===== src/fp_pkg.sv =====
package fp_pkg;

    // IEEE-754 field widths and biases
    localparam int SP_EXP_W  = 8;
    localparam int SP_MANT_W = 23;
    localparam int SP_BIAS   = 127;
    localparam int HP_EXP_W  = 5;
    localparam int HP_MANT_W = 10;
    localparam int HP_BIAS   = 15;

    // Common internal format
    localparam int EXP_W = 10;             // Signed, unbiased
    localparam int SIG_W = SP_MANT_W + 1;  // With hidden bit
    localparam int ADD_W = SIG_W + 3;      // Guard, round and sticky below the significand

    localparam int OP_W = 3;
    localparam logic [OP_W-1:0] OP_ADD = 3'b000;
    localparam logic [OP_W-1:0] OP_SUB = 3'b001;
    localparam logic [OP_W-1:0] OP_MUL = 3'b010;

    localparam logic [31:0] QNAN_SP = 32'h7fc0_0000;
    localparam logic [15:0] QNAN_HP = 16'h7e00;

    // Busy cycles before the result register loads
    localparam logic [1:0] ADD_WAIT = 2'd2;
    localparam logic [1:0] MUL_WAIT = 2'd3;

    typedef union packed {
        struct packed {
            logic                 sign;
            logic [SP_EXP_W-1:0]  exp;
            logic [SP_MANT_W-1:0] mant;
        } sp;
        struct packed {
            logic [15:0]          pad;   // Zero in a half result
            logic                 sign;
            logic [HP_EXP_W-1:0]  exp;
            logic [HP_MANT_W-1:0] mant;
        } hp;
    } fp_word_u;

    typedef struct packed {
        logic is_zero;   // Also set for a flushed subnormal
        logic is_inf;
        logic is_nan;
    } fp_class_t;

    typedef struct packed {
        logic                    sign;
        logic signed [EXP_W-1:0] exp;   // Unbiased, single-precision range
        logic [SIG_W-1:0]        sig;   // Hidden bit at the top
        fp_class_t               cls;
    } fp_unpacked_t;

    // Execute result before rounding and packing
    typedef struct packed {
        logic                    sign;
        logic signed [EXP_W-1:0] exp;
        logic [SIG_W-1:0]        sig;
        logic                    sticky;  // Nonzero bits already dropped
        logic                    zero;
    } fp_raw_t;

    typedef struct packed {
        logic invalid;
        logic overflow;
        logic underflow;
        logic inexact;
    } fp_flags_t;

endpackage


===== src/fp_unpack.sv =====
`timescale 1ns/100ps

module fp_unpack import fp_pkg::*; (
    input  fp_word_u     word,
    input  logic         mode_fp,
    output fp_unpacked_t value
);

    logic                    sign;
    logic [SP_EXP_W-1:0]     exp_field;
    logic [SP_MANT_W-1:0]    mant_field;
    logic                    exp_max;
    logic                    exp_min;
    logic signed [EXP_W-1:0] bias;

    // Select the view and move half fields to single-precision positions
    always_comb begin
        if (mode_fp) begin
            sign       = word.sp.sign;
            exp_field  = word.sp.exp;
            mant_field = word.sp.mant;
            exp_max    = &word.sp.exp;
            bias       = EXP_W'(SP_BIAS);
        end else begin
            sign       = word.hp.sign;
            exp_field  = SP_EXP_W'(word.hp.exp);
            mant_field = {word.hp.mant, {(SP_MANT_W - HP_MANT_W){1'b0}}};  // Left-aligned
            exp_max    = &word.hp.exp;
            bias       = EXP_W'(HP_BIAS);
        end
        exp_min = (exp_field == '0);
    end

    always_comb begin
        value.sign        = sign;
        value.exp         = $signed(EXP_W'(exp_field)) - bias;
        value.cls.is_zero = exp_min;                          // Subnormal flushes to zero
        value.cls.is_inf  = exp_max && (mant_field == '0);
        value.cls.is_nan  = exp_max && (mant_field != '0);

        // No significand for zero, Inf or NaN
        if (exp_min || exp_max) begin
            value.sig = '0;
        end else begin
            value.sig = {1'b1, mant_field};
        end
    end

endmodule


===== src/fp_add.sv =====
`timescale 1ns/100ps

module fp_add import fp_pkg::*; (
    input  logic         clk,
    input  logic         rst,
    input  fp_unpacked_t a,
    input  fp_unpacked_t b,
    input  logic         subtract,
    output fp_raw_t      sum
);

    fp_unpacked_t            big;
    fp_unpacked_t            small_op;
    logic                    b_sign;
    logic                    big_sign;
    logic                    a_first;
    logic                    eff_sub;
    logic signed [EXP_W-1:0] diff;
    logic [4:0]              shamt;
    logic [ADD_W+31:0]       shifted;
    logic [ADD_W-1:0]        big_ext;
    logic [ADD_W-1:0]        small_ext;
    logic                    align_sticky;
    logic [ADD_W:0]          total;
    logic [ADD_W-1:0]        norm;
    logic [4:0]              lz;
    fp_raw_t                 sum_d;

    // Order by magnitude with the effective sign carried by b
    always_comb begin
        b_sign   = b.sign ^ subtract;
        eff_sub  = a.sign ^ b_sign;
        a_first  = (a.exp > b.exp) || ((a.exp == b.exp) && (a.sig >= b.sig));
        big      = a_first ? a : b;
        small_op = a_first ? b : a;
        big_sign = a_first ? a.sign : b_sign;
    end

    // Shifts past 31 positions only reach sticky
    always_comb begin
        diff         = big.exp - small_op.exp;
        shamt        = (diff > 31) ? 5'd31 : diff[4:0];
        shifted      = {small_op.sig, 3'b000, 32'b0} >> shamt;
        small_ext    = shifted[ADD_W+31:32];
        align_sticky = |shifted[31:0];
        big_ext      = {big.sig, 3'b000};
    end

    always_comb begin
        if (eff_sub) begin
            total = {1'b0, big_ext} - {1'b0, small_ext[ADD_W-1:1], small_ext[0] | align_sticky};
        end else begin
            total = {1'b0, big_ext} + {1'b0, small_ext[ADD_W-1:1], small_ext[0] | align_sticky};
        end
    end

    // Leading zeros below the carry position
    always_comb begin
        lz = '0;
        for (int i = 0; i < ADD_W; i++) begin
            if (total[i]) begin
                lz = 5'(ADD_W - 1 - i);
            end
        end
        norm = total[ADD_W-1:0] << lz;
    end

    always_comb begin
        sum_d      = '0;
        sum_d.sign = big_sign;
        if (total[ADD_W]) begin  // Carry out needs one step right
            sum_d.sig    = total[ADD_W -: SIG_W];
            sum_d.exp    = big.exp + EXP_W'(1);
            sum_d.sticky = align_sticky | (|total[3:0]);
        end else begin
            sum_d.sig    = norm[ADD_W-1 -: SIG_W];
            sum_d.exp    = big.exp - EXP_W'(lz);
            sum_d.sticky = align_sticky | (|norm[2:0]);
        end

        if (a.cls.is_zero && b.cls.is_zero) begin
            sum_d.zero = 1'b1;
            sum_d.sign = a.sign & b_sign;   // Negative only for -0 + -0
        end else if (total == '0) begin
            sum_d.zero = 1'b1;              // Exact cancellation
            sum_d.sign = 1'b0;
        end
    end

    always_ff @(posedge clk) begin
        if (rst) begin
            sum <= '0;
        end else begin
            sum <= sum_d;
        end
    end

endmodule


===== src/fp_mul.sv =====
`timescale 1ns/100ps

module fp_mul import fp_pkg::*; (
    input  logic         clk,
    input  logic         rst,
    input  fp_unpacked_t a,
    input  fp_unpacked_t b,
    output fp_raw_t      product
);

    logic [2*SIG_W-1:0]      prod_q;
    logic signed [EXP_W-1:0] exp_q;
    logic                    sign_q;
    fp_raw_t                 prod_d;

    // Stage one registers the full significand product and exponent sum
    always_ff @(posedge clk) begin
        if (rst) begin
            prod_q <= '0;
            exp_q  <= '0;
            sign_q <= 1'b0;
        end else begin
            prod_q <= a.sig * b.sig;
            exp_q  <= a.exp + b.exp;
            sign_q <= a.sign ^ b.sign;
        end
    end

    // Product of two 1.x values is below 4, so one step at most
    always_comb begin
        prod_d      = '0;
        prod_d.sign = sign_q;
        prod_d.zero = (prod_q == '0);
        if (prod_q[2*SIG_W-1]) begin
            prod_d.sig    = prod_q[2*SIG_W-1 -: SIG_W];
            prod_d.exp    = exp_q + EXP_W'(1);
            prod_d.sticky = |prod_q[SIG_W-1:0];
        end else begin
            prod_d.sig    = prod_q[2*SIG_W-2 -: SIG_W];
            prod_d.exp    = exp_q;
            prod_d.sticky = |prod_q[SIG_W-2:0];
        end
    end

    // Stage two
    always_ff @(posedge clk) begin
        if (rst) begin
            product <= '0;
        end else begin
            product <= prod_d;
        end
    end

endmodule


===== src/fp_pack.sv =====
`timescale 1ns/100ps

module fp_pack import fp_pkg::*; (
    input  fp_raw_t         raw,
    input  fp_unpacked_t    a,
    input  fp_unpacked_t    b,
    input  logic [OP_W-1:0] op_code,
    input  logic            mode_fp,
    output fp_word_u        word,
    output fp_flags_t       flags
);

    logic                  is_mul;
    logic                  b_sign;
    logic                  out_nan;
    logic                  out_inf;
    logic                  out_zero;
    logic                  out_sign;
    logic signed [EXP_W:0] bias_t;
    logic signed [EXP_W:0] exp_top;
    logic signed [EXP_W:0] biased;
    logic                  cut_bits;

    always_comb begin
        is_mul = (op_code == OP_MUL);
        b_sign = b.sign ^ (op_code == OP_SUB);

        // Half also drops the low 13 significand bits
        if (mode_fp) begin
            bias_t   = (EXP_W+1)'(SP_BIAS);
            exp_top  = (EXP_W+1)'((1 << SP_EXP_W) - 2);
            cut_bits = 1'b0;
        end else begin
            bias_t   = (EXP_W+1)'(HP_BIAS);
            exp_top  = (EXP_W+1)'((1 << HP_EXP_W) - 2);
            cut_bits = |raw.sig[SP_MANT_W-HP_MANT_W-1:0];
        end
        biased = raw.exp + bias_t;

        out_nan  = 1'b0;
        out_inf  = 1'b0;
        out_zero = 1'b0;
        out_sign = raw.sign;
        flags    = '0;

        if (a.cls.is_nan || b.cls.is_nan) begin
            out_nan       = 1'b1;
            flags.invalid = 1'b1;
        end else if (is_mul) begin
            out_sign = a.sign ^ b.sign;
            if ((a.cls.is_inf && b.cls.is_zero) || (a.cls.is_zero && b.cls.is_inf)) begin
                out_nan       = 1'b1;
                flags.invalid = 1'b1;
            end else if (a.cls.is_inf || b.cls.is_inf) begin
                out_inf = 1'b1;
            end else if (a.cls.is_zero || b.cls.is_zero) begin
                out_zero = 1'b1;
            end
        end else if (a.cls.is_inf && b.cls.is_inf && (a.sign != b_sign)) begin
            out_nan       = 1'b1;   // Inf - Inf
            flags.invalid = 1'b1;
        end else if (a.cls.is_inf || b.cls.is_inf) begin
            out_inf  = 1'b1;
            out_sign = a.cls.is_inf ? a.sign : b_sign;
        end

        // Range check and truncation of a finite result
        if (!(out_nan || out_inf || out_zero)) begin
            if (raw.zero) begin
                out_zero = 1'b1;
            end else if (biased > exp_top) begin
                out_inf        = 1'b1;
                flags.overflow = 1'b1;
                flags.inexact  = 1'b1;
            end else if (biased < 1) begin
                out_zero        = 1'b1;
                flags.underflow = 1'b1;
                flags.inexact   = 1'b1;
            end else begin
                flags.inexact = raw.sticky | cut_bits;
            end
        end

        word = '0;
        if (out_nan) begin
            word = mode_fp ? QNAN_SP : {16'h0000, QNAN_HP};
        end else if (mode_fp) begin
            word.sp.sign = out_sign;
            if (out_inf) begin
                word.sp.exp = '1;
            end else if (!out_zero) begin
                word.sp.exp  = biased[SP_EXP_W-1:0];
                word.sp.mant = raw.sig[SP_MANT_W-1:0];    // Hidden bit dropped
            end
        end else begin
            word.hp.sign = out_sign;
            if (out_inf) begin
                word.hp.exp = '1;
            end else if (!out_zero) begin
                word.hp.exp  = biased[HP_EXP_W-1:0];
                word.hp.mant = raw.sig[SP_MANT_W-1 -: HP_MANT_W];
            end
        end
    end

endmodule


===== src/fp_alu.sv =====
`timescale 1ns/100ps

module fp_alu import fp_pkg::*; (
    input  logic            clk,
    input  logic            rst,
    input  logic            start,
    input  logic [31:0]     op_a,
    input  logic [31:0]     op_b,
    input  logic [OP_W-1:0] op_code,
    input  logic            mode_fp,     // 1 selects single precision
    output logic            ready,
    output logic            valid_out,
    output fp_word_u        result,
    output fp_flags_t       flags
);

    fp_word_u        cap_a;
    fp_word_u        cap_b;
    logic [OP_W-1:0] cap_op;
    logic            cap_mode;
    logic            accept;
    logic [1:0]      wait_cnt;
    fp_unpacked_t    val_a;
    fp_unpacked_t    val_b;
    fp_raw_t         add_sum;
    fp_raw_t         mul_prod;
    fp_raw_t         raw_sel;
    fp_word_u        pack_word;
    fp_flags_t       pack_flags;

    assign accept = start && ready;

    // Operands stay put while busy
    always_ff @(posedge clk) begin
        if (accept) begin
            cap_a    <= op_a;
            cap_b    <= op_b;
            cap_op   <= op_code;
            cap_mode <= mode_fp;
        end
    end

    fp_unpack u_unpack_a (.word(cap_a), .mode_fp(cap_mode), .value(val_a));
    fp_unpack u_unpack_b (.word(cap_b), .mode_fp(cap_mode), .value(val_b));

    fp_add u_add (
        .clk     (clk),
        .rst     (rst),
        .a       (val_a),
        .b       (val_b),
        .subtract(cap_op == OP_SUB),
        .sum     (add_sum)
    );

    fp_mul u_mul (
        .clk    (clk),
        .rst    (rst),
        .a      (val_a),
        .b      (val_b),
        .product(mul_prod)
    );

    assign raw_sel = (cap_op == OP_MUL) ? mul_prod : add_sum;  // Unknown codes add

    fp_pack u_pack (
        .raw    (raw_sel),
        .a      (val_a),
        .b      (val_b),
        .op_code(cap_op),
        .mode_fp(cap_mode),
        .word   (pack_word),
        .flags  (pack_flags)
    );

    // Idle while ready is high, otherwise count down to the result load
    always_ff @(posedge clk) begin
        if (rst) begin
            ready     <= 1'b1;
            valid_out <= 1'b0;
            wait_cnt  <= '0;
            result    <= '0;
            flags     <= '0;
        end else begin
            valid_out <= 1'b0;
            if (ready) begin
                if (start) begin
                    ready    <= 1'b0;
                    wait_cnt <= (op_code == OP_MUL) ? MUL_WAIT : ADD_WAIT;
                end
            end else if (wait_cnt != 2'd0) begin
                wait_cnt <= wait_cnt - 2'd1;
            end else begin
                ready     <= 1'b1;
                valid_out <= 1'b1;
                result    <= pack_word;
                flags     <= pack_flags;
            end
        end
    end

endmodule


===== config.mk =====
export PLATFORM = sky130hd
export DESIGN_NAME = fp_alu
export DESIGN_NICKNAME = d
export VERILOG_FILES = /design/src/fp_pkg.sv /design/src/fp_unpack.sv /design/src/fp_add.sv /design/src/fp_mul.sv /design/src/fp_pack.sv /design/src/fp_alu.sv
export SDC_FILE = /design/constraint.sdc
export NUM_CORES = 2
export LEC_CHECK = 0
export BUFFER_PORTS_ARGS = -buffer_cell sky130_fd_sc_hd__buf_2
export CAP_MARGIN = 20
export CORE_UTILIZATION = 50
export CTS_CLUSTER_SIZE = 16
export DETAILED_ROUTE_END_ITERATION = 8
export PLACE_DENSITY_LB_ADDON = 0.08
export SLEW_MARGIN = 30
export SYNTH_ARGS = -nofsm -noshare
export SYNTH_HDL_FRONTEND = slang
export SYNTH_SLANG_ARGS = --single-unit
export TNS_END_PERCENT = 50

===== constraint.sdc =====
create_clock -name clk -period 14.9 [get_ports clk]
set_clock_uncertainty 0.2 [all_clocks]
set_input_delay 2.98 -clock clk [delete_from_list [all_inputs] [get_ports clk]]
set_output_delay 2.98 -clock clk [all_outputs]
set_load 0.02 [all_outputs]

## Word-level counts from Yosys, hierarchy flattened

Cells that the tools add are included.

| storage, ports and cells | value |
|---|---|
| logic and storage cells | 206 |
| register bits after elaboration | 241 |
| output and inout bits | 38 |

| operators by class | value |
|---|---|
| $mul | 1 |
| shift operators | 2 |
| equal/unequal tests | 6 |
| $add $sub $neg | 11 |
| mux-type cells | 103 |
| magnitude comparators | 5 |
| bitwise gates (word level) | 10 |
| reductions and logical operators | 43 |

Operators with widths:

| kind | number |
|---|---|
| 5-bit two-way mux | 29 |
| 37-bit two-way mux | 3 |
| 35-bit two-way mux | 2 |
| 23-bit two-way mux | 3 |
| 31-bit two-way mux | 2 |
| 59-bit by 5-bit >> shifter with 59-bit output | 1 |
| 48-bit logical NOT | 1 |
| 24-bit by 24-bit multiplier with 48-bit output | 1 |
| 24-bit two-way mux | 2 |
| 23-bit logical NOT | 2 |
| 23-bit nonzero test | 2 |
| 1-bit two-way mux | 45 |
| 16-bit two-way mux | 2 |
| 32-bit two-way mux | 1 |
| 8-bit two-way mux | 4 |
| 32-bit OR reduction | 1 |
| 27-bit by 27-bit adder with 28-bit output | 1 |
| 28-bit logical NOT | 1 |
| 28-bit two-way mux | 1 |
| 27-bit by 27-bit subtractor with 28-bit output | 1 |
| 27-bit by 5-bit left shift with 27-bit output | 1 |
| 24-bit greater-or-equal comparator | 1 |
| 24-bit OR reduction | 1 |
| 23-bit OR reduction | 1 |
| 37 further kinds | 72 |

## Longest topological paths before layout

| logic depth | value |
|---|---|
| depth after elaboration | 47 |
| depth in mapped cells | 86 |
| mapped depth without buffers | 65 |

## By module

From an unflattened synthesis, not the netlist that was laid out.

| unflattened totals | value |
|---|---|
| cells, all modules | 4883 |
| area, all modules | 40491.3 µm² |

By module, submodules not included:

| module | area each (µm²) | seq. area each (µm²) | cells each | instances |
|---|---|---|---|---|
| fp_mul | 22198.8 | 1921.8 | 2493 | 1 |
| fp_add | 11482.3 | 740.7 | 1722 | 1 |
| fp_alu | 4125.2 | 2842.7 | 291 | 1 |
| fp_pack | 1082.3 | 0.0 | 158 | 1 |
| fp_unpack (u_unpack_b) | 830.8 | 0.0 | 111 | 1 |
| fp_unpack (u_unpack_a) | 772.0 | 0.0 | 108 | 1 |

## Worst setup path before layout

OpenSTA, ideal clock, no wires.

| path | value |
|---|---|
| kind | register to register |
| start | reg cap_mode |
| end | reg u_add.sum[35] (netlist name) |
| period minus slack after synthesis | 15992 ps |
| setup time | 70 ps |
| buffers on the path | 23 |
| slack | -1092 ps |
| data arrival time | 15722 ps |
| data required time | 14630 ps |
| cell stages (with the launch flop) | 85 |
| path through | edfxtp_1 buf_4 buf_4 clkbuf_1 buf_2 buf_1 clkbuf_1 clkbuf_1 clkbuf_1 clkbuf_1 mux2i_1 ha_1 nand3_1 nor2_1 nor2b_1 clkbuf_1 inv_1 buf_2 [49 not listed] nor3_1 or3_1 nor3_1 nor2_1 a21oi_2 inv_2 buf_2 buf_2 ha_1 nor2b_1 o21ai_0 nand2b_1 a21o_1 a21o_1 nor2_1 a31oi_1 or2_2 a21oi_1 |

| between the ends | value |
|---|---|
| word-level cells in the longest chain between the ends | 45 |
| elaborated cells between the ends (all ways) | 65 |

Ends and longest elaborated chain:

| item | RTL line | text |
|---|---|---|
| from (decl) | fp_alu.sv:20 | `logic cap_mode;` |
| from (signal assigned) | fp_alu.sv:39 | `cap_mode <= mode_fp;` |
| parallel branches: the longest is 44 deep, another holds 27-bit by 27-bit adder with 28-bit output | n/a |  |
| 35-bit two-way mux (*) | fp_add.sv:71 | `if (total[ADD_W]) begin` |
| to (signal assigned) | fp_add.sv:94 | `sum <= sum_d;` |
| to (decl) | fp_add.sv:9 | `output fp_raw_t sum` |

Every way passes the cells marked *.
A chain may end at the register's enable or synchronous reset.

## Worst setup path in the final report

| path | value |
|---|---|
| start | reg cap_mode |
| end | reg u_add.sum[34] (netlist name) |

The elaborated chain is that of the path after synthesis.

==> results_dict.tcl <==
set metrics [dict create \
    yosys_most_used_dff "dfxtp_1" \
    port_buffers 108 \
    final_antenna_net_count 0 \
    arrival_ns 14.37 \
    start_util_pct 50.4 \
    fp.dieH_microns 278 \
    clockBufferDepth 3 \
    via_count 35142 \
    cts_max_level 1 \
    ys_seq_area_share_pct 14.3 \
    drive_above_1_share_pct 8.91 \
    tns_ns 0 \
    vias_per_cell 6.07 \
    hold_path_class "reg -> reg" \
    end_kind "register" \
    hold_buffers 0 \
    fin_nets 5662 \
    crit_path_end "u_add.sum[34]" \
    core-area_sq_um 75800 \
    worstSetupStartpoint "cap_mode" \
    cp_slowest_stage_delay_ns 0.57 \
    syn-cell-area_sq_um 38200 \
    synth_warnings 0 \
    dpl_worst_slack_ns 0.412 \
    async_reset_ff_share_pct 0 \
    final_hold_viol_count 0 \
    clock-root-buffer "clkbuf_16" \
    grt_overflow 0 \
    grt_pass1_vias 33687 \
    reg2regPathDepth 67 \
    firstDrtPassIters 8 \
    synth-seq-cells 239 \
    final_area_sq_um 41300 \
    drtIter0Drc 4136 \
    numClockSinks 239 \
    grt_pass1_wl_microns 217000 \
    maxSlewViolCount 0 \
    clock_latency_ns 0.58 \
    synth_cells 4729 \
    critPathMaxFanout 13 \
    cts_buffers 28 \
    fp.dieW_microns 278 \
    path_class "reg -> reg" \
    row_count 101 \
    routedWlPerCell_microns 25.0 \
    place_area_sq_um 40200 \
    worst_pin_slew_ns 1.12 \
    grt_max_degree 91 \
    r2r_slack_ns 0.77 \
    syn_area_per_cell_sq_um 8.08 \
    worstSetupStartpointType "register" \
    critical_path_required_ns 15.14 \
    area_growth_pct 8.16 \
    final_util_pct 54.5 \
    drt_wl_total_microns 145000 \
    status "finished, final reports clean" \
    die-area_sq_um 77500 \
    gr-max-usage-layer "met1" \
    met2_usage_pct 52.3 \
    setup_viol 0 \
    r2r_start "cap_mode" \
    slowest_stage "a2111oi_0" \
    io_pins 109 \
    antenna_found_initial 2 \
    worstReg2RegEnd "u_add.sum[34]" \
    drc 0 \
    max_clock_freq_ghz 0.0708 \
    fin_ws_ns 0.769 \
    maxCapViolCount 0 \
    grt_use_met1_pct 56.4 \
    synth_edf_count 68 \
    cts_tree "done" \
    gp_congestion 1.02 \
    grt_usage_pct 37.3 \
    finalCritPeriodShare_pct 94.8 \
    max_slew_margin_pct 24.8 \
    synth_fp_nets 5599 \
    cpMostUsedCell "a21oi_1" \
    clk_pin_slew_ns 0.06 \
    dpl.hpwl_microns 116000 \
    fin_crit_ns 14.13 \
    yosysUniqueCellTypes 116 \
    use_met3_pct 9.07 \
]
-- area by class of cell --
type / instances / area, sq um
Antenna cell: 2 / 5.00
Clock buffer: 38 / 803
Clock inverter: 14 / 139
Fill cell: 7361 / 34500
Inverter: 699 / 2630
Multi-Input combinational cell: 3568 / 29400
Sequential cell: 239 / 5470
Tap cell: 978 / 1220
Timing Repair Buffer: 256 / 1700
-- timing repair --
action | in CTS | in global routing
buffers inserted | 0 | 12
endpoints found under the setup margin | 0 | 32
resized for setup | 0 | 17
-- per-stage QoR --
stage,hold WS [ns],instances
3_5_place_dp,0.229,5728
4_1_cts,0.254,5780
2_1_floorplan,0.214,4729
3_3_place_gp,0.223,5728
6_report,0.259,5794
5_1_grt,0.261,5792
-- how the worst min path moves through the flow --
stage	from	endpoint	slack, ns	cells past startpoint
5_1_grt	u_mul.sign_q	u_mul.product[36]	0.26	1
2_1_floorplan	u_mul.sign_q	u_mul.product[36]	0.21	1
4_1_cts	u_mul.sign_q	u_mul.product[36]	0.25	1
3_3_place_gp	u_mul.sign_q	u_mul.product[36]	0.22	1
6_report	u_mul.sign_q	u_mul.product[36]	0.26	1
3_5_place_dp	u_mul.sign_q	u_mul.product[36]	0.23	1
-- per-layer routing --
metal / wire, microns / vias to the layer above
met5: 13 / -
met3: 17200 / 208
met4: 4330 / 2
li1: - / 15727
met2: 58000 / 1949
met1: 65600 / 17256
-- cell usage in the layout (no fill, tap or decap), types with 15 or more instances in the layout --
cell | synthesis | routed
xor2_1 | 37 | 37
a221oi_1 | 18 | 15
or2_2 | 22 | 21
and3_1 | 17 | 16
o221ai_1 | 15 | 15
nor2b_1 | 34 | 34
a31oi_1 | 36 | 36
and2_1 | 34 | 33
nand2b_1 | 38 | 38
mux2_2 | 24 | 24
a22oi_1 | 26 | 26
nand2_1 | 613 | 613
fa_1 | 485 | 485
o21bai_1 | 36 | 36
clkbuf_16 | 0 | 29
clkinv_1 | 14 | 16
a21o_1 | 39 | 38
o22ai_1 | 32 | 32
nor4_1 | 37 | 35
o211ai_1 | 26 | 26
buf_4 | 4 | 143
o31ai_1 | 23 | 20
o21a_1 | 20 | 20
xnor2_1 | 71 | 68
nand4_1 | 23 | 23
inv_1 | 675 | 674
or3_1 | 35 | 35
ha_1 | 314 | 313
edfxtp_1 | 68 | 68
nor3_1 | 90 | 86
dfxtp_1 | 171 | 171
nor2_1 | 604 | 601
nand3_1 | 93 | 93
a21oi_1 | 190 | 189
o21ai_0 | 141 | 139
a211oi_1 | 45 | 45
buf_2 | 20 | 107
mux2i_1 | 105 | 102
-- synth_stat cells, types with 10 or more instances --
library cell | number | area share (%)
inv_1 | 675 | 6.6
nand2_1 | 613 | 6.0
nor2_1 | 604 | 5.9
fa_1 | 485 | 25
ha_1 | 314 | 10
a21oi_1 | 190 | 2.5
clkbuf_1 | 172 | 1.7
dfxtp_1 | 171 | 9.0
o21ai_0 | 141 | 1.8
mux2i_1 | 105 | 2.8
nand3_1 | 93 | 1.2
nor3_1 | 90 | 1.2
xnor2_1 | 71 | 1.6
edfxtp_1 | 68 | 5.3
a211oi_1 | 45 | 0.88
a21o_1 | 39 | 0.77
nand2b_1 | 38 | 0.62
nor4_1 | 37 | 0.61
xor2_1 | 37 | 0.85
a31oi_1 | 36 | 0.59
o21bai_1 | 36 | 0.71
or3_1 | 35 | 0.57
and2_1 | 34 | 0.56
nor2b_1 | 34 | 0.56
o22ai_1 | 32 | 0.52
a22oi_1 | 26 | 0.51
o211ai_1 | 26 | 0.51
mux2_2 | 24 | 0.71
nand4_1 | 23 | 0.38
o31ai_1 | 23 | 0.45
or2_2 | 22 | 0.36
buf_1 | 20 | 0.20
buf_2 | 20 | 0.26
o21a_1 | 20 | 0.39
a221oi_1 | 18 | 0.41
and3_1 | 17 | 0.28
o221ai_1 | 15 | 0.34
clkinv_1 | 14 | 0.14
a21boi_0 | 12 | 0.24
a32oi_1 | 11 | 0.25
a211o_1 | 10 | 0.23
a22o_1 | 10 | 0.23
o21ai_1 | 10 | 0.13
-- state kept, by name, summed over array words and instances, names as in the netlist --
signal / flops
result: 32
cap_mode: 1
cap_b: 32
flags: 4
u_mul.exp_q: 10
u_mul.sign_q: 1
cap_op: 3
u_mul.prod_q: 48
u_mul.product: 36
u_add.sum: 36
ready: 1
wait_cnt: 2
cap_a: 32
valid_out: 1
-- worst max-delay path: cells and delay by family (launching register included) --
kind,cells,cell delay (ns)
XOR/XNOR,1,0.13
flip-flops,1,0.38
AO/OA/AOI/OAI,32,5.75
buffers and inverters,9,1.36
multiplexers,3,0.89
AND/OR/NAND/NOR,16,3.16
adder cells (fa/ha/maj),6,2.11
-- cell families (layout without fill, tap and decap cells) --
family	count (synthesis)	in the layout	synth area share, %
simple gates	1698	1698	19.6
buf+inv	922	1007	9.30
compound gates	825	825	14.8
fa+ha+maj	799	799	35.7
flops	239	239	14.3
mux	137	137	3.80
xor+xnor	109	109	2.52
other cells	0	2	0
Power is left out: the tool's default activity adds up to more than one toggle a clock period on the data nets, which glitch-free logic cannot reach.
